### src/design/dmem_pkg.sv
package dmem_pkg;

  // Bus widths
  localparam int addr_width = 32;
  localparam int data_width = 32;
  localparam int lane_width = 8;
  localparam int num_lanes  = data_width / lane_width; // One lane per byte

  // Data memory window
  // Top address nibble with bit 29 masked off must read 0001
  localparam logic [3:0] region_mask  = 4'b1101;
  localparam logic [3:0] region_match = 4'b0001;

  // Memory access function code, same encoding as funct3 of loads and stores
  // Stores only use the signed byte, half and word codes
  typedef enum logic [2:0] {
    func_byte   = 3'd0, // lb / sb
    func_half   = 3'd1, // lh / sh
    func_word   = 3'd2, // lw / sw
    func_byte_u = 3'd4, // lbu
    func_half_u = 3'd5  // lhu
  } mem_func_e;

endpackage
### src/design/store_align.sv
`timescale 1ns/100ps

module store_align (
  input  logic [dmem_pkg::addr_width-1:0] addr,
  input  logic [dmem_pkg::data_width-1:0] wdata,
  input  dmem_pkg::mem_func_e             func,
  input  logic                            we,
  output logic [dmem_pkg::data_width-1:0] lane_wdata,
  output logic [dmem_pkg::num_lanes-1:0]  lane_we,
  output logic                            region_hit
);

  import dmem_pkg::*;

  logic [num_lanes-1:0] lane_mask; // Lanes touched by this access size

  // Window decode, done once here and shared with the load side
  assign region_hit = ((addr[addr_width-1 -: 4] & region_mask) == region_match);

  // Replicate the store data so every lane sees its byte, then pick lanes
  always_comb begin
    lane_wdata = '0;
    lane_mask  = '0;
    case (func)
      func_byte: begin
        lane_wdata = {num_lanes{wdata[lane_width-1:0]}};
        lane_mask  = num_lanes'(1) << addr[1:0];
      end
      func_half: begin
        // Halfword sits in lanes 0-1 or 2-3, addr[0] ignored
        lane_wdata = {(num_lanes/2){wdata[2*lane_width-1:0]}};
        lane_mask  = num_lanes'(3) << {addr[1], 1'b0};
      end
      func_word: begin
        lane_wdata = wdata; // Offset ignored
        lane_mask  = '1;
      end
      default: begin
        lane_wdata = '0;    // Load-only codes write nothing
        lane_mask  = '0;
      end
    endcase
  end

  // No lane is written outside the window
  assign lane_we = (we && region_hit) ? lane_mask : '0;

  // A store must come with sb, sh or sw
  always_comb begin
    if (we) begin
      assert #0 (func inside {func_byte, func_half, func_word})
        else $error("store_align: store with load-only function code %0d", func);
    end
  end

endmodule

### config.mk
export PLATFORM = sky130hd
export DESIGN_NAME = store_align
export DESIGN_NICKNAME = d
export VERILOG_FILES = /design/src/design/dmem_pkg.sv /design/src/design/store_align.sv
export SDC_FILE = /design/constraint.sdc
export NUM_CORES = 1
export LEC_CHECK = 0
export BUFFER_PORTS_ARGS = -buffer_cell sky130_fd_sc_hd__clkbuf_2
export CAP_MARGIN = 20
export CELL_PAD_IN_SITES_DETAIL_PLACEMENT = 1
export CELL_PAD_IN_SITES_GLOBAL_PLACEMENT = 1
export CORE_MARGIN = 3
export CORE_UTILIZATION = 17
export DETAILED_ROUTE_END_ITERATION = 12
export PLACE_DENSITY = 0.85
export SYNTH_ARGS = -nofsm -noshare
export SYNTH_HDL_FRONTEND = slang
export SYNTH_SLANG_ARGS = --single-unit
### constraint.sdc
create_clock -name vclk -period 1.5
set_clock_uncertainty 0.05 [all_clocks]
set_input_delay 0.15 -clock vclk [all_inputs]
set_output_delay 0.15 -clock vclk [all_outputs]
set_load 0.01 [all_outputs]
== Word-level counts from Yosys, hierarchy flattened ==
Cells that the tools add are included.
Word-level totals
  flip-flop bits (word level): 0
  logic and storage cells: 10
  bits in read-only memories: 0
  output and inout port bits: 37
  memory bits (writable): 0
  bits of input ports: 68
  latch bits: 0
  memories kept: 0
Cells by class
  magnitude comparators: 0
  bitwise gates (word level): 0
  mux-type cells: 3
  add/sub/neg operators: 0
  div/mod/pow operators: 0
  shifts and indexed selects: 2
  equal/unequal tests: 3
  reductions and logical operators: 2
  multipliers: 0
Operators with widths (count)
  case mux 32 bit (3 select lines): 1
  case mux 4 bit (3 select lines): 1
  equality test 3 x 1 -> 1 bit (second input constant): 2
  2-to-1 mux 4 bit: 1
  left shift 1 x 2 -> 4 bit (first input constant): 1
  left shift 2 x 2 -> 4 bit (first input constant): 1
  equality test 3 x 2 -> 1 bit (second input constant): 1
  logical NOT 3 bit: 1
  logical AND 1 bit: 1

== Depth between registers and ports, before layout ==
  depth in word-level cells: 3
  gate-level depth with buffers: 5
  mapped depth without buffers: 3

== Worst setup path after synthesis ==
No wires, ideal clock.
  kind: in2out
  from: input addr[30] (netlist bit)
  to: output lane_we[1] (netlist bit)
  stages: 3
  arrival time: 962 ps
  path slack: 338 ps
  path buffers: 0
  data required time: 1300 ps
  path through: nor3b_1 -> nand3_1 -> a21oi_1
On the way
  cells in the longest elaborated chain, start to end: 3
RTL lines
  start: declaration: line store_align.sv:4  | input logic [dmem_pkg::addr_width-1:0] addr,
  equality test 3 x 1 -> 1 bit: line store_align.sv:18  | assign region_hit = ((addr[addr_width-1 -: 4] & region_mask) == region_match);
  logical AND 1 bit: line store_align.sv:46  | assign lane_we = (we && region_hit) ? lane_mask : '0;
  2-to-1 mux 4 bit: line store_align.sv:46
  end: declaration: line store_align.sv:9  | output logic [dmem_pkg::num_lanes-1:0] lane_we,
Every way passes these cells.

== Worst setup path after layout ==
  from: input func[1]
  to: output lane_wdata[24] (netlist bit)
On the way
  cells in the longest elaborated chain, start to end: 2
  elaborated cells on any way between the ends: 4
  those cells by class: eq/ne: 2; mux: 1; reduce/logical: 1
RTL lines
  start: declaration: line store_align.sv:6  | input dmem_pkg::mem_func_e func,
  equality test 3 x 2 -> 1 bit, or another cell as far along: line store_align.sv:24  | case (func)
  case mux 32 bit (3 select lines) *: line store_align.sv:24
  end: declaration: line store_align.sv:8  | output logic [dmem_pkg::data_width-1:0] lane_wdata,
Every way passes the cells marked *; elsewhere a longest branch is shown, timed or not.

==> impl_metrics.ini <==
[run_status]
run_status = finished, final reports clean

[pwr]
swShare_pct = 53.2
switching_power_mw = 0.165
p_total_mw = 0.310
p_per_area_mw_per_mm2 = 292
ir_drop_uv = 71.6
combPwrFrac_pct = 100.0
p_seq_share_pct = 0
internal_power_mw = 0.145
p_clk_share_pct = 0
p_leak_nw = 0.556

[sta]
relSlewSlack_pct = 72.7
rsz0062_at_grt = false
finalHoldViolations = 0
setup_viol = 0
max_freq_mhz = 730
maxSlewViolCount = 0
tightest_slew_ns = 0.410
setup_tns_ns = 0
fin_crit_ns = 1.37
whs_ns = 0.493
finalCritPeriodShare_pct = 91.3

[final_layout]
nFlopsAndLatches = 0
drive_above_1_share_pct = 57.4
antennaDiodeCount = 0
area_growth_pct = 69.1
final_cell_mix = clkbuf_2 (77), a21oi_1 (28), nor2_1 (10), o22ai_2 (10)
register_area_um2 = 0
clockBufferCount = 0
layout.nets = 246
final_common_cell = clkbuf_2

[cts]
postCtsHoldBufs = 0
post_cts_buffers = 0
cts.repair.resized = 0

[worst_hold_path]
hold_path_depth = 3
hp-class = in2out
hold_start = addr[30]
worst_hold_path.endpoint = region_hit

[worst_setup_path]
critPathMaxFanout = 16
crit_slowest_cell = buf_2
max_stage_delay_ns = 0.29
cpMostUsedCell = buf_4
crit_chain = buf_2 > buf_4 > buf_4 > a21oi_1 > o22ai_1 > clkbuf_2
start_kind = primary input
crit_path_end_kind = primary output
critical_path_class = in2out
required_ns = 1.30
cp.arrival_ns = 1.17

[route]
dr.pass1.iters = 2
ant_nets = 0
drt-total-wl_mm = 2.79
drtIter0Drc = 12
wl_per_cell_um = 12.6
vias = 1011
drc = 0
routed_via_density = 4.55

[global_routing]
grt_pass1_wl_mm = 4.76
antenna_found_initial = 0
grt_max_degree = 17
overflow = 0
grt_pass1_vias = 1040
gr-usage-all-layers_pct = 13.0

[die]
rows = 21
start_util_pct = 18.2
die_area_mm2 = 0.00445
pin_count = 105
core_region_area_mm2 = 0.00344
fp.dieW_um = 66.7
die_h_um = 66.7

[synthesis]
yosysWarnings = 0
synth.yosys.seq_area_share_pct = 0
netlist_area_um2 = 627
syn_nets = 167
synthCells = 99
synth.distinct_cells = 19
synth_area_per_cell_um2 = 6.33

[flow_run]
max-cap-violations = 0

[place]
gp_congestion = 0.798
hpwl_mm = 2.45
portBuffers = 78
## cell type report
class	instances	area, um2
inverter	2	7.51
timing repair buffer	87	458
tap	46	57.6
fill	464	2380
multi-input combinational	87	537
## routing by layer
layer | global-route usage (%) | vias up | part of all wire (%)
met4 | 0 | 0 | 0
met1 | 17.2 | 464 | 43
met2 | 23.9 | 36 | 51
met3 | 1.52 | 0 | 6.5
li1 | - | 511 | -
met5 | 0 | - | 0
## critical path, delay by kind of cell
family | cells | cell delay [ns]
compound gates | 2 | 0.21
buf+inv | 4 | 0.80
## worst max-delay path by stage
stage                   from              to  slack (ns)
floorplan           addr[30]      lane_we[1]        0.34
global placement     func[0]  lane_wdata[31]        0.04
detailed placement   func[0]  lane_wdata[31]        0.01
CTS                  func[0]  lane_wdata[31]       0.009
global route         func[1]  lane_wdata[24]        0.03
finish               func[1]  lane_wdata[24]        0.13
## through the flow
stage	cells	util, %	area [um2]	setup slack (ns)
final	222	30.8	1060	0.131
after global routing	222	30.8	1060	0.0286
after CTS	222	30.7	1060	0.00911
after detailed placement	222	30.7	1060	0.0110
after global placement	222	30.7	1060	0.0391
after floorplan	99	-	627	0.338
## logic make-up after synthesis
logic type	count (synthesis)	share of synthesized area, %
AOI/OAI and AO/OA	47	52.5
buffers and inverters	12	14.8
and+or+nand+nor	40	32.7
## synthesized netlist by cell type
cell type | instances | share of area [%]
and2_1 | 8 | 8.0
o21ai_0 | 2 | 1.6
nand3_1 | 1 | 0.80
nor3b_1 | 1 | 1.2
a21oi_4 | 1 | 2.6
or2_1 | 1 | 1.0
nor2b_1 | 10 | 10
buf_6 | 5 | 9.0
nand2_1 | 8 | 4.8
clkbuf_1 | 1 | 0.60
o22ai_2 | 10 | 20
a21oi_1 | 28 | 22
nand2b_1 | 1 | 1.0
inv_1 | 1 | 0.60
nor2_1 | 10 | 6.0
buf_4 | 2 | 2.4
buf_2 | 2 | 1.6
o22ai_1 | 6 | 6.0
inv_2 | 1 | 0.60
## power by group through the flow
stage	logic [mW]	registers, mW	clock network [mW]
after CTS	0.315	0	0
after detailed placement	0.314	0	0
after floorplan	0.180	0	0
final	0.310	0	0
after global routing	0.348	0	0
after global placement	0.308	0	0
No activity file was read; power rests on OpenSTA's default activity.
