File: config.mk
export PLATFORM = sky130hd
export DESIGN_NAME = load_extend
export DESIGN_NICKNAME = d
export VERILOG_FILES = /design/src/design/dmem_pkg.sv /design/src/design/load_extend.sv
export SDC_FILE = /design/constraint.sdc
export NUM_CORES = 1
export LEC_CHECK = 0
export BUFFER_PORTS_ARGS = -buffer_cell sky130_fd_sc_hd__buf_2
export CAP_MARGIN = 20
export CORE_ASPECT_RATIO = 0.75
export CORE_MARGIN = 2
export CORE_UTILIZATION = 42
export DETAILED_ROUTE_END_ITERATION = 7
export GPL_TIMING_DRIVEN = 0
export PLACE_DENSITY_LB_ADDON = 0.12
export SLEW_MARGIN = 20
export SYNTH_ARGS = -nofsm -noshare
export SYNTH_HDL_FRONTEND = slang
export SYNTH_SLANG_ARGS = --single-unit
export TNS_END_PERCENT = 5
File: constraint.sdc
create_clock -name clk -period 5.6 [get_ports clk]
set_clock_uncertainty 0.15 [all_clocks]
set_input_delay 0.56 -clock clk [delete_from_list [all_inputs] [get_ports clk]]
set_output_delay 0.56 -clock clk [all_outputs]
set_load 0.01 [all_outputs]
File: src/design/dmem_pkg.sv
package dmem_pkg;

  // Bus widths
  localparam int addr_width = 32;
  localparam int data_width = 32;
  localparam int lane_width = 8;
  localparam int num_lanes  = data_width / lane_width; // One lane per byte

  // Data memory window
  // Top address nibble with bit 29 masked off must read 0001
  localparam logic [3:0] region_mask  = 4'b1101;
  localparam logic [3:0] region_match = 4'b0001;

  // Memory access function code, same encoding as funct3 of loads and stores
  // Stores only use the signed byte, half and word codes
  typedef enum logic [2:0] {
    func_byte   = 3'd0, // lb / sb
    func_half   = 3'd1, // lh / sh
    func_word   = 3'd2, // lw / sw
    func_byte_u = 3'd4, // lbu
    func_half_u = 3'd5  // lhu
  } mem_func_e;

endpackage
File: src/design/load_extend.sv
`timescale 1ns/100ps

module load_extend (
  input  logic                            clk,
  input  logic                            rst_n,
  input  logic                            re,
  input  logic                            region_hit,
  input  logic [1:0]                      offset,
  input  dmem_pkg::mem_func_e             func,
  input  logic [dmem_pkg::data_width-1:0] lane_rdata,
  output logic [dmem_pkg::data_width-1:0] rdata,
  output logic                            rdata_valid
);

  import dmem_pkg::*;

  logic                  re_q;      // Read issued last cycle
  logic                  hit_q;     // ...and it was inside the window
  logic [1:0]            offset_q;
  mem_func_e             func_q;
  logic [data_width-1:0] byte_shift;
  logic [data_width-1:0] half_shift;
  logic [lane_width-1:0] byte_val;
  logic [2*lane_width-1:0] half_val;
  logic [data_width-1:0] load_data;

  // Lanes answer one cycle late, so the controls wait with them
  always_ff @(posedge clk) begin
    if (!rst_n) begin
      re_q     <= 1'b0;
      hit_q    <= 1'b0;
      offset_q <= 2'b00;
      func_q   <= func_word;
    end else begin
      re_q     <= re;
      hit_q    <= re && region_hit;
      offset_q <= offset;
      func_q   <= func;
    end
  end

  // Move the addressed byte or halfword down to bit 0
  assign byte_shift = lane_rdata >> {offset_q, 3'b000};
  assign half_shift = lane_rdata >> {offset_q[1], 4'b0000}; // Halfword aligned
  assign byte_val   = byte_shift[lane_width-1:0];
  assign half_val   = half_shift[2*lane_width-1:0];

  always_comb begin
    case (func_q)
      func_byte:   load_data = {{(data_width-lane_width){byte_val[lane_width-1]}}, byte_val};
      func_byte_u: load_data = {{(data_width-lane_width){1'b0}}, byte_val};
      func_half:   load_data = {{(data_width-2*lane_width){half_val[2*lane_width-1]}},
                                half_val};
      func_half_u: load_data = {{(data_width-2*lane_width){1'b0}}, half_val};
      func_word:   load_data = lane_rdata;
      default:     load_data = '0;
    endcase
  end

  // Misses and idle cycles read as zero
  assign rdata       = hit_q ? load_data : '0;
  assign rdata_valid = re_q;

  // Returned data must belong to a real load code
  a_valid_func: assert property (
    @(posedge clk) disable iff (!rst_n)
    rdata_valid |-> func_q inside {func_byte, func_half, func_word, func_byte_u, func_half_u}
  ) else $error("load_extend: valid load with bad function code %0d", func_q);

endmodule

**After elaboration in Yosys (flattened, before gate mapping)**

Cells that the tools add are included.

- Flip-flop bits (word level): 7
- Word-level logic and storage cells: 14

- Equality and inequality tests: 4
- Shift-type cells: 2
- Multiplexer cells: 2
- Reductions and logical operators: 2

Operators with widths:

| operator | number |
|---|---|
| 32-bit one-hot mux with 5 select lines | 1 |
| 32-bit two-way mux | 1 |
| 32-bit by 5-bit >> shifter with 16-bit output | 1 |
| 32-bit by 5-bit >> shifter with 8-bit output | 1 |
| 3-bit == test, second input constant | 2 |
| 3-bit by 1-bit == test with 1-bit output, second input constant | 1 |
| 3-bit by 2-bit == test with 1-bit output, second input constant | 1 |
| 3-bit zero test | 1 |
| 1-bit logical AND | 1 |

**Longest topological paths before layout**

Gate-level depths: netlist of run 1.

- Depth in word-level cells: 3
- Mapped depth: 6
- Gate-level depth less buffers: 3

**Worst setup path before layout of run 1**

Ideal clock, no wire load.

- Kind: in2out
- From: input lane_rdata[7] in the netlist's numbering
- To: output rdata[20] in the netlist's numbering
- Data arrival time: 1,806 ps
- Required time: 4,890 ps
- Path slack: 3,084 ps
- Cell stages on the path: 4
- Path buffers: 1
- Cells stage by stage: mux2_4 > a222oi_1 > buf_6 > a21oi_1

- Word-level cells in the longest chain between the ends: 3

RTL lines:

| what | RTL line | RTL |
|---|---|---|
| from (decl) | load_extend.sv:10 | `input logic [dmem_pkg::data_width-1:0] lane_rdata,` |
| 32-bit by 5-bit >> shifter with 8-bit output | load_extend.sv:43 | `assign byte_shift = lane_rdata >> {offset_q, 3'b000};` |
| 32-bit one-hot mux with 5 select lines | load_extend.sv:49 | `case (func_q)` |
| 32-bit two-way mux | load_extend.sv:61 | `assign rdata = hit_q ? load_data : '0;` |
| to (decl) | load_extend.sv:11 | `output logic [dmem_pkg::data_width-1:0] rdata,` |

Every way passes these cells.

**Final worst setup path of run 1**

- From: register offset_q[0]
- To: output rdata[24] in the netlist's numbering

- Word-level cells in the longest chain between the ends: 3

RTL lines:

| what | RTL line | RTL |
|---|---|---|
| from (decl) | load_extend.sv:19 | `logic [1:0] offset_q;` |
| from (signal assigned) | load_extend.sv:37 | `offset_q <= offset;` |
| 32-bit by 5-bit >> shifter with 8-bit output | load_extend.sv:43 |  |
| 32-bit one-hot mux with 5 select lines | load_extend.sv:49 |  |
| 32-bit two-way mux | load_extend.sv:61 |  |

Every way passes these cells.

==> results of run 1 <==
cells in the final DEF (no fill, tap or decap):
cell	n
sky130_fd_sc_hd__nor3b_2	1
sky130_fd_sc_hd__nor4_1	1
sky130_fd_sc_hd__o32a_1	7
sky130_fd_sc_hd__and2_1	5
sky130_fd_sc_hd__a22oi_1	4
sky130_fd_sc_hd__nand2b_1	2
sky130_fd_sc_hd__nand2_1	25
sky130_fd_sc_hd__a222oi_1	1
sky130_fd_sc_hd__mux2i_1	14
sky130_fd_sc_hd__mux2_2	3
sky130_fd_sc_hd__or3b_2	1
sky130_fd_sc_hd__clkbuf_4	3
sky130_fd_sc_hd__a2bb2oi_1	7
sky130_fd_sc_hd__nor3_1	1
sky130_fd_sc_hd__nor4b_1	1
sky130_fd_sc_hd__nor2b_1	3
sky130_fd_sc_hd__buf_6	1
sky130_fd_sc_hd__clkbuf_1	9
sky130_fd_sc_hd__nand3b_1	1
sky130_fd_sc_hd__dfxtp_1	7
sky130_fd_sc_hd__mux2_4	1
sky130_fd_sc_hd__a21oi_1	32
sky130_fd_sc_hd__o21ai_0	1
sky130_fd_sc_hd__and3_1	1
sky130_fd_sc_hd__buf_2	76
sky130_fd_sc_hd__nor3b_1	1
synthesized netlist by cell type (all sizes together):
master / count / share of area [%]
nand3b: 1 / 0.80
clkbuf: 8 / 3.2
or3b: 1 / 0.93
nor2b: 3 / 2.0
o21ai: 1 / 0.53
a222oi: 1 / 1.1
nor4: 1 / 0.67
and3: 1 / 0.67
a22oi: 4 / 3.2
a21oi: 32 / 17
mux2: 4 / 5.2
nand2b: 2 / 1.3
nor3b: 2 / 2.1
a2bb2oi: 7 / 6.5
o32a: 7 / 7.4
dfxtp: 7 / 15
nand2: 25 / 10
nor4b: 1 / 0.93
nor3: 1 / 0.53
and2: 5 / 3.3
mux2i: 14 / 15
buf: 4 / 2.8
area by class of cell:
cell class	count	area (um^2)	share of cell area, %
Clock buffer	4	26.3	1.93
Multi-Input combinational cell	113	744	54.6
Sequential cell	7	140	10.3
Timing Repair Buffer	73	365	26.8
Buffer	12	56.3	4.13
Tap cell	24	30.0	2.20
through the flow:
stage                     instance area, um^2  util (%)
after floorplan                           941         -
after global placement                   1340      64.6
after detailed placement                 1340      64.6
after CTS                                1360      65.9
after global routing                     1360      65.9
final                                    1360      65.9
sequential cells by signal, indices dropped and copies added, names as in the netlist:
name / flops
func_q: 3
hit_q: 1
offset_q: 2
rdata_valid: 1
power by group through the flow:
| stage | clock [uW] | sequential [uW] | combinational, uW |
|---|---|---|---|
| 2_1_floorplan | 0 | 55.1 | 48.4 |
| 3_3_place_gp | 0 | 55.3 | 77.8 |
| 3_5_place_dp | 0 | 55.4 | 80.1 |
| 4_1_cts | 48.5 | 54.4 | 80.4 |
| 5_1_grt | 52.0 | 54.6 | 88.6 |
| 6_report | 46.7 | 54.5 | 80.9 |
how the worst min path moves through the flow:
stage,startpoint,to,cells past startpoint
3_5_place_dp,func[1],func_q[1],2
5_1_grt,func[2],func_q[2],2
2_1_floorplan,rst_n,func_q[1],1
6_report,func[1],func_q[1],2
4_1_cts,func[1],func_q[1],2
3_3_place_gp,func[1],func_q[1],2
per-layer routing:
layer  wire, um  track usage [%]  share of wire [%]  vias up
li1           -                -                  -      653
met3        323             4.58                9.7        2
met5          0                0                  0        -
met4         27             10.5               0.81        0
met1       1480             34.4                 44      576
met2       1510             40.4                 45       67
logic make-up (layout without fill, tap and decap cells):
family | after synthesis | after routing | synth area share, %
compound gates | 52 | 52 | 35.8
flops | 7 | 7 | 14.9
buf+inv | 12 | 89 | 5.98
simple gates | 43 | 43 | 23.3
mux | 18 | 18 | 20.1
critical path, delay by kind of cell, from the launching register on:
family                 cells  cell delay [ns]
buffers and inverters      2             0.40
muxes                      1             0.39
DFF                        1             0.41
AOI/OAI and AO/OA          2             1.00
==> reports/summary.md, run 1 <==
* **area enclosed by the die boundary** 2640 um^2
* **highest cell delay on the worst timing path** 0.92 ns
* **failing checks** DRC
* **CTS HTree Levels** 1
* **CP Class** reg2out
* **largest net degree at the start of global routing** 11
* **clock tree from TritonCTS** done
* **setup repair after global routing missed its margin** no
* **startpoint of the worst setup timing path** offset_q[0]
* **mean area per synthesized cell** 7.13 um^2
* **hold buffer count at cts** 0
* **worst hold margin** 0.342 ns
* **part of the cycle the worst path needs** 56.7%
* **worst hold path class** in2reg
* **number of antenna violations at the first check in global routing** 0
* **Die X** 58.7 um
* **synth warn** 0
* **result of the run** finished, violations left
* **count of distinct cell types in the synthesized netlist** 25
* **Worst Slack Setup Final** 2.43 ns
* **standby leakage power** 0.000681 uW
* **Total Power** 182 uW
* **number of flip-flops and latches in the synthesized netlist** 7
* **startpoint types** register
* **maximum root-to-sink buffer count** 2
* **clock-pin transition on the worst setup and hold timing paths** 0.05 ns
* **placed wire-length estimate after detailed placement** 2.64 mm
* **Overall Global Routing Usage** 25.5%
* **Gate power share** 44.4%
* **I/O Buffers** 73
* **filler instances** 186
* **number of global-route vias before repair** 1,120
* **relative contribution of the clock network to total power** 25.6%
* **Internal Power** 117 uW
* **actual transition at the worst max-transition pin** 1.12 ns
* **net count after synthesis** 173
* **data arrival time of the critical path** 2.46 ns
* **endpoint of the most critical setup path** rdata[24]
* **maximum operating frequency** 315 MHz
* **antenna-violating nets left** 0
* **minimum setup slack after placement** 2.52 ns
* **Final Setup Violations** 0
* **CP Capture Type** output pin
* **Power per Cell Area** 134 nW/um^2
* **hold violation count in the final report** 0
* **Initial Utilization** 45.5%
* **root cell of the clock tree** sky130_fd_sc_hd__clkbuf_4
* **first-pass iteration count of the detailed router** 6
* **Slowest-stage cell, CP** sky130_fd_sc_hd__a222oi_1
* **part of the Yosys area used for sequential elements** 14.9%
* **overall via count from detail_route** 1,298
* **switching component of the power** 65.2 uW
* **post-synthesis instance total** 132
* **cells along the critical path** mux2_2 -> a222oi_1 -> buf_6 -> a21oi_1 -> buf_2
* **number of gates resized after cts** 0
* **die height** 45.0 um
* **Total Wirelength** 3.34 mm
* **area added between synthesis and finish** 44.8%
* **sum of negative setup slack** 0 ns
* **fraction of final layout cells with drive strength greater than 1** 41.1%
* **share of power burned in registers** 29.9%
* **largest fanout of any net on the critical path** 10
* **violation count after the first detailed-route iteration** 79
* **Num CTS Buffers** 3
* **number of placed I/O pins** 74
* **net switching share of the total power** 35.8%
* **average detailed-routed wire length per instance** 14.4 um
* **worst vdd rail ir drop** 0.0967 mV
* **count of placed standard cells including taps** 229
* **detailed-route DRC error count** 4
* **worst max-slew margin expressed relative to the limit** 25.1%
* **number of nets in the layout** 251
* **number of clock sinks** 7
* **total of max-cap violations** 0
* **ant diodes** 0
* **buffers inserted during post-CTS setup optimization** 0
* **minimum clock period after layout** 3.17 ns
* **Max Slew Vio Count** 0
* **detail-routed via count per cell** 5.57
* **final cell count without fillers** 233
* **overflow left after global routing** 0
* **required arrival time at the worst endpoint** 4.89 ns
* **core region area** 2070 um^2
* **Site Rows** 14
* **total standard cell area after synthesis** 941 um^2
* **first-pass GRT wire length** 4.99 mm
* **GPL Wtd Cong** 0.886
No activity file was read; power rests on OpenSTA's default activity.
==> run 2, diff against run 1 <==
--- a/config.mk
+++ b/config.mk
@@ -9,7 +9,7 @@
 export CAP_MARGIN = 20
 export CORE_ASPECT_RATIO = 0.75
 export CORE_MARGIN = 2
-export CORE_UTILIZATION = 42
+export CORE_UTILIZATION = 35
 export DETAILED_ROUTE_END_ITERATION = 7
 export GPL_TIMING_DRIVEN = 0
 export PLACE_DENSITY_LB_ADDON = 0.12
==> constraint.sdc (replaced) <==
create_clock -name clk -period 2.7 [get_ports clk]
set_clock_uncertainty 0.15 [all_clocks]
set_input_delay 0.27 -clock clk [delete_from_list [all_inputs] [get_ports clk]]
set_output_delay 0.27 -clock clk [all_outputs]
set_load 0.01 [all_outputs]
==> reports/summary.md, run 2 (synthesized netlist as in run 1, its figures left out) <==
* **result of the run** finished clean
* **max FFs per register** 3
* **violation count after the first detailed-route iteration** 104
* **Power per Cell Area** 271 nW/um^2
* **area added between synthesis and finish** 48.7%
* **overflow left after global routing** 0
* **worst hold margin** 0.0515 ns
* **largest fanout of any net on the critical path** 10
* **data arrival time of the critical path** 2.04 ns
* **met1 Track Usage GR** 30.6%
* **largest net degree at the start of global routing** 11
* **Num CTS Buffers** 3
* **clock-pin transition on the worst setup and hold timing paths** 0.05 ns
* **Initial Utilization** 36.4%
* **worst hold path class** in2reg
* **placed wire-length estimate after detailed placement** 2.49 mm
* **Seq. cell area** 140 um^2
* **highest cell delay on the worst timing path** 0.48 ns
* **core region area** 2580 um^2
* **Slowest-stage cell, CP** sky130_fd_sc_hd__nor3b_2
* **maximum operating frequency** 407 MHz
* **root cell of the clock tree** sky130_fd_sc_hd__clkbuf_4
* **detailed-route DRC error count** 0
* **maximum root-to-sink buffer count** 2
* **Largest regs** func_q x3, offset_q x2
* **worst max-slew margin expressed relative to the limit** 57.2%
* **launch point of the worst hold path** func[1]
* **Site Rows** 16
* **Final Setup Violations** 0
* **leading cell type in the layout, fill and taps excluded** sky130_fd_sc_hd__buf_2
* **I/O Buffers** 73
* **startpoint types** register
* **area of the multi-input gates** 744 um^2
* **hold buffer count at cts** 0
* **CTS HTree Levels** 1
* **die height** 48.9 um
* **antenna-violating nets left** 0
* **required arrival time at the worst endpoint** 2.28 ns
* **most flop-heavy register** func_q
* **number of global-route vias before repair** 1,169
* **CP Capture Type** output pin
* **detail-routed via count per cell** 5.28
* **average detailed-routed wire length per instance** 13.3 um
* **first-pass GRT wire length** 5.28 mm
* **filler instances** 266
* **ant diodes** 0
* **sum of negative setup slack** 0 ns
* **Total Power** 380 uW
* **Overall Global Routing Usage** 21.0%
* **standby leakage power** 0.000703 uW
* **number of placed I/O pins** 74
* **clock tree from TritonCTS** done
* **met3 Resource Use GR** 5.08%
* **minimum clock period after layout** 2.46 ns
* **CP Class** reg2out
* **actual transition at the worst max-transition pin** 0.641 ns
* **Hold Path Cell Cnt** 2
* **GRT busiest layer** met2
* **overall via count from detail_route** 1,303
* **number of clock sinks** 7
* **GPL Wtd Cong** 0.851
* **area enclosed by the die boundary** 3120 um^2
* **setup repair after global routing missed its margin** no
* **Max Slew Vio Count** 0
* **Total Wirelength** 3.28 mm
* **fraction of final layout cells with drive strength greater than 1** 44.1%
* **met2 track utilization from global routing** 31.9%
* **total of max-cap violations** 0
* **highest-count cells in the layout ignoring fill and taps** 76 x sky130_fd_sc_hd__buf_2, 32 x sky130_fd_sc_hd__a21oi_1, 25 x sky130_fd_sc_hd__nand2_1
* **number of antenna violations at the first check in global routing** 0
* **end of the worst hold path** func_q[1]
* **worst vdd rail ir drop** 0.222 mV
* **part of the cycle the worst path needs** 91.0%
* **Die X** 63.9 um
* **hold violation count in the final report** 0
* **number of nets in the layout** 253
* **cells along the critical path** clkbuf_1 -> nor3b_2 -> clkbuf_2 -> a2bb2oi_1 -> a21oi_1 -> buf_2
* **first-pass iteration count of the detailed router** 4
==> run 2: cell types whose count changed in the layout (fill, tap and decap cells not counted) <==
cell and delta:
sky130_fd_sc_hd__buf_4 +2, sky130_fd_sc_hd__clkbuf_1 -5, sky130_fd_sc_hd__clkbuf_2 +5
==> run 2: cell type report <==
cell class | count | share of cell area (%)
plain buffers | 12 | 4.47
clock buffers | 4 | 1.88
multi-input cells | 113 | 53.2
flip-flops and latches | 7 | 10.0
well taps | 36 | 3.22
repair buffers | 75 | 27.2
==> run 2: through the flow <==
step / util (%) / cells / worst slack (ns) / instance area (um^2)
after CTS: 53.9 / 247 / 0.0571 / 1390
after detailed placement: 52.3 / 241 / 0.142 / 1350
after global routing: 54.2 / 247 / 0.0785 / 1400
after global placement: 52.3 / 241 / 0.175 / 1350
after floorplan: - / 132 / 0.630 / 941
final: 54.2 / 247 / 0.243 / 1400
==> run 2: timing repair <==
action,4_1_cts,5_1_grt
setup endpoints to repair,11,22
pin swaps,1,0
hold endpoints to repair,0,0
gates resized for setup,0,10
gates cloned,0,0
buffers inserted,2,0
==> run 2: worst max path at each step <==
stage / start / endpoint / slack [ns] / depth (start not counted)
2_1_floorplan: offset_q[0] / rdata[20] / 0.63 / 4
6_report: func_q[1] / rdata[14] / 0.24 / 6
3_3_place_gp: offset_q[0] / rdata[20] / 0.18 / 5
3_5_place_dp: offset_q[0] / rdata[23] / 0.14 / 5
4_1_cts: func_q[1] / rdata[12] / 0.06 / 7
5_1_grt: func_q[1] / rdata[15] / 0.08 / 6
==> run 2: critical path, delay by kind of cell (launching register included) <==
| kind | cells | cell delay [ns] |
|---|---|---|
| buf+inv | 3 | 0.74 |
| simple gates | 1 | 0.48 |
| flops | 1 | 0.30 |
| compound gates | 2 | 0.26 |
==> run 2: report_power, final <==
part,switching (uW),internal (uW)
Clock,38.4,56.4
Combinational,91.8,80.3
Sequential,3.73,109
Total,134,246
==> run 2: routing by layer <==
layer	share of wire, %	vias to the layer above
li1	-	653
met1	48	588
met2	42	62
met3	10	0
met4	0	0
met5	0	-
==> run 3, diff against run 2 <==
==> constraint.sdc (replaced) <==
create_clock -name clk -period 2.7 [get_ports clk]
set_clock_uncertainty 0.15 [all_clocks]
set_input_delay 0.135 -clock clk [delete_from_list [all_inputs] [get_ports clk]]
set_output_delay 0.135 -clock clk [all_outputs]
set_load 0.01 [all_outputs]
==> reports/summary.md, run 3 (synthesized netlist as in run 1, its figures left out) <==
* **result of the run** finished clean
* **number of antenna violations at the first check in global routing** 0
* **standby leakage power** 0.000730 uW
* **fin area** 1490 um^2
* **clock tree from TritonCTS** done
* **CP Capture Type** output pin
* **number of nets in the layout** 261
* **worst vdd rail ir drop** 0.225 mV
* **area added between synthesis and finish** 58.0%
* **part of the cycle the worst path needs** 92.8%
* **clock-pin transition on the worst setup and hold timing paths** 0.05 ns
* **detailed-routing wirelength on met1** 1.61 mm
* **Post-Place Cell Area** 1350 um^2
* **worst hold path class** in2reg
* **Num CTS Buffers** 3
* **hold violation count in the final report** 0
* **startpoint types** register
* **ant diodes** 0
* **data arrival time of the critical path** 2.22 ns
* **overall via count from detail_route** 1,338
* **largest net degree at the start of global routing** 11
* **amount of wire on met3 after detailed routing** 338 um
* **fraction of final layout cells with drive strength greater than 1** 40.6%
* **max FFs per register** 3
* **CP Class** reg2out
* **largest fanout of any net on the critical path** 10
* **actual transition at the worst max-transition pin** 0.645 ns
* **placed wire-length estimate after detailed placement** 2.49 mm
* **number of placed I/O pins** 74
* **first-pass GRT wire length** 5.44 mm
* **Site Rows** 16
* **met2 layer wire length in the routed design** 1.49 mm
* **Final Setup Violations** 0
* **total of max-cap violations** 0
* **violation count after the first detailed-route iteration** 84
* **top layer reached by signal wires** met3
* **antenna-violating nets left** 0
* **worst max-slew margin expressed relative to the limit** 57.0%
* **detailed-route DRC error count** 0
* **overflow left after global routing** 0
* **Die X** 63.9 um
* **number of global-route vias before repair** 1,215
* **Hold Path Cell Cnt** 2
* **maximum root-to-sink buffer count** 2
* **detail-routed via count per cell** 5.25
* **area enclosed by the die boundary** 3120 um^2
* **Max Slew Vio Count** 0
* **number of clock sinks** 7
* **Power per Cell Area** 263 nW/um^2
* **GPL Wtd Cong** 0.851
* **root cell of the clock tree** sky130_fd_sc_hd__clkbuf_4
* **average detailed-routed wire length per instance** 13.5 um
* **die height** 48.9 um
* **most flop-heavy register** func_q
* **filler instances** 251
* **maximum operating frequency** 399 MHz
* **I/O Buffers** 73
* **Total Wirelength** 3.43 mm
* **minimum clock period after layout** 2.51 ns
* **Initial Utilization** 36.4%
* **required arrival time at the worst endpoint** 2.41 ns
* **CTS HTree Levels** 1
* **highest-count cells in the layout ignoring fill and taps** 76 x sky130_fd_sc_hd__buf_2, 32 x sky130_fd_sc_hd__a21oi_1, 25 x sky130_fd_sc_hd__nand2_1
* **first-pass iteration count of the detailed router** 4
* **Overall Global Routing Usage** 21.5%
* **Largest regs** func_q x3, offset_q x2
* **core region area** 2580 um^2
* **leading cell type in the layout, fill and taps excluded** sky130_fd_sc_hd__buf_2
* **Total Power** 391 uW
[run 3: area by class of cell]
type                    count  area (um^2)  area share, %
multi-input cells         113          744           50.1
plain buffers              12         57.6           3.87
well taps                  36         45.0           3.03
repair buffers             83          473           31.8
flip-flops and latches      7          140           9.43
clock buffers               4         26.3           1.77
[run 3: routing by layer]
layer	vias up	global-route usage, %
li1	668	-
met1	607	31.6
met2	63	32.8
met3	0	5.08
met4	0	2.17
met5	-	0
[run 3: worst max-delay path: stages (launching register included)]
cell                        delay [ns]
sky130_fd_sc_hd__dfxtp_1          0.31
sky130_fd_sc_hd__clkbuf_1         0.29
sky130_fd_sc_hd__nor3b_2          0.47
sky130_fd_sc_hd__clkbuf_1         0.43
sky130_fd_sc_hd__a2bb2oi_1        0.15
sky130_fd_sc_hd__a21oi_1          0.17
sky130_fd_sc_hd__buf_2            0.15
[run 3: path summary, 6_finish.rpt]
kind	start	slack, ns	to
max	func_q[1]	0.19	rdata[14]
min	rst_n	0.02	offset_q[1]
[run 3: power breakdown]
group          internal [uW]  switching (uW)  total [uW]  leakage (uW)
Sequential               109            3.71         113     0.0000583
Combinational           89.3            94.5         184      0.000657
Clock                   56.4            38.6        95.0     0.0000150
[run 3: per-stage QoR]
stage | TNS (ns) | hold WS (ns) | setup slack (ns) | instances | utilization, %
2_1_floorplan | 0 | 0.0580 | 0.765 | 132 | -
3_3_place_gp | 0 | 0.167 | 0.310 | 241 | 52.3
3_5_place_dp | 0 | 0.171 | 0.277 | 241 | 52.3
4_1_cts | 0 | 0.0258 | 0.00599 | 253 | 56.4
5_1_grt | -0.00393 | 0.0308 | -0.00393 | 255 | 57.6
6_report | 0 | 0.0244 | 0.194 | 255 | 57.6
[run 3: what timing repair did]
item / in CTS / in global routing
setup buffers: 0 / 2
endpoints found under the hold margin: 7 / 0
hold buffers: 8 / 0
endpoints found under the setup margin: 0 / 21
gates resized for setup: 0 / 2
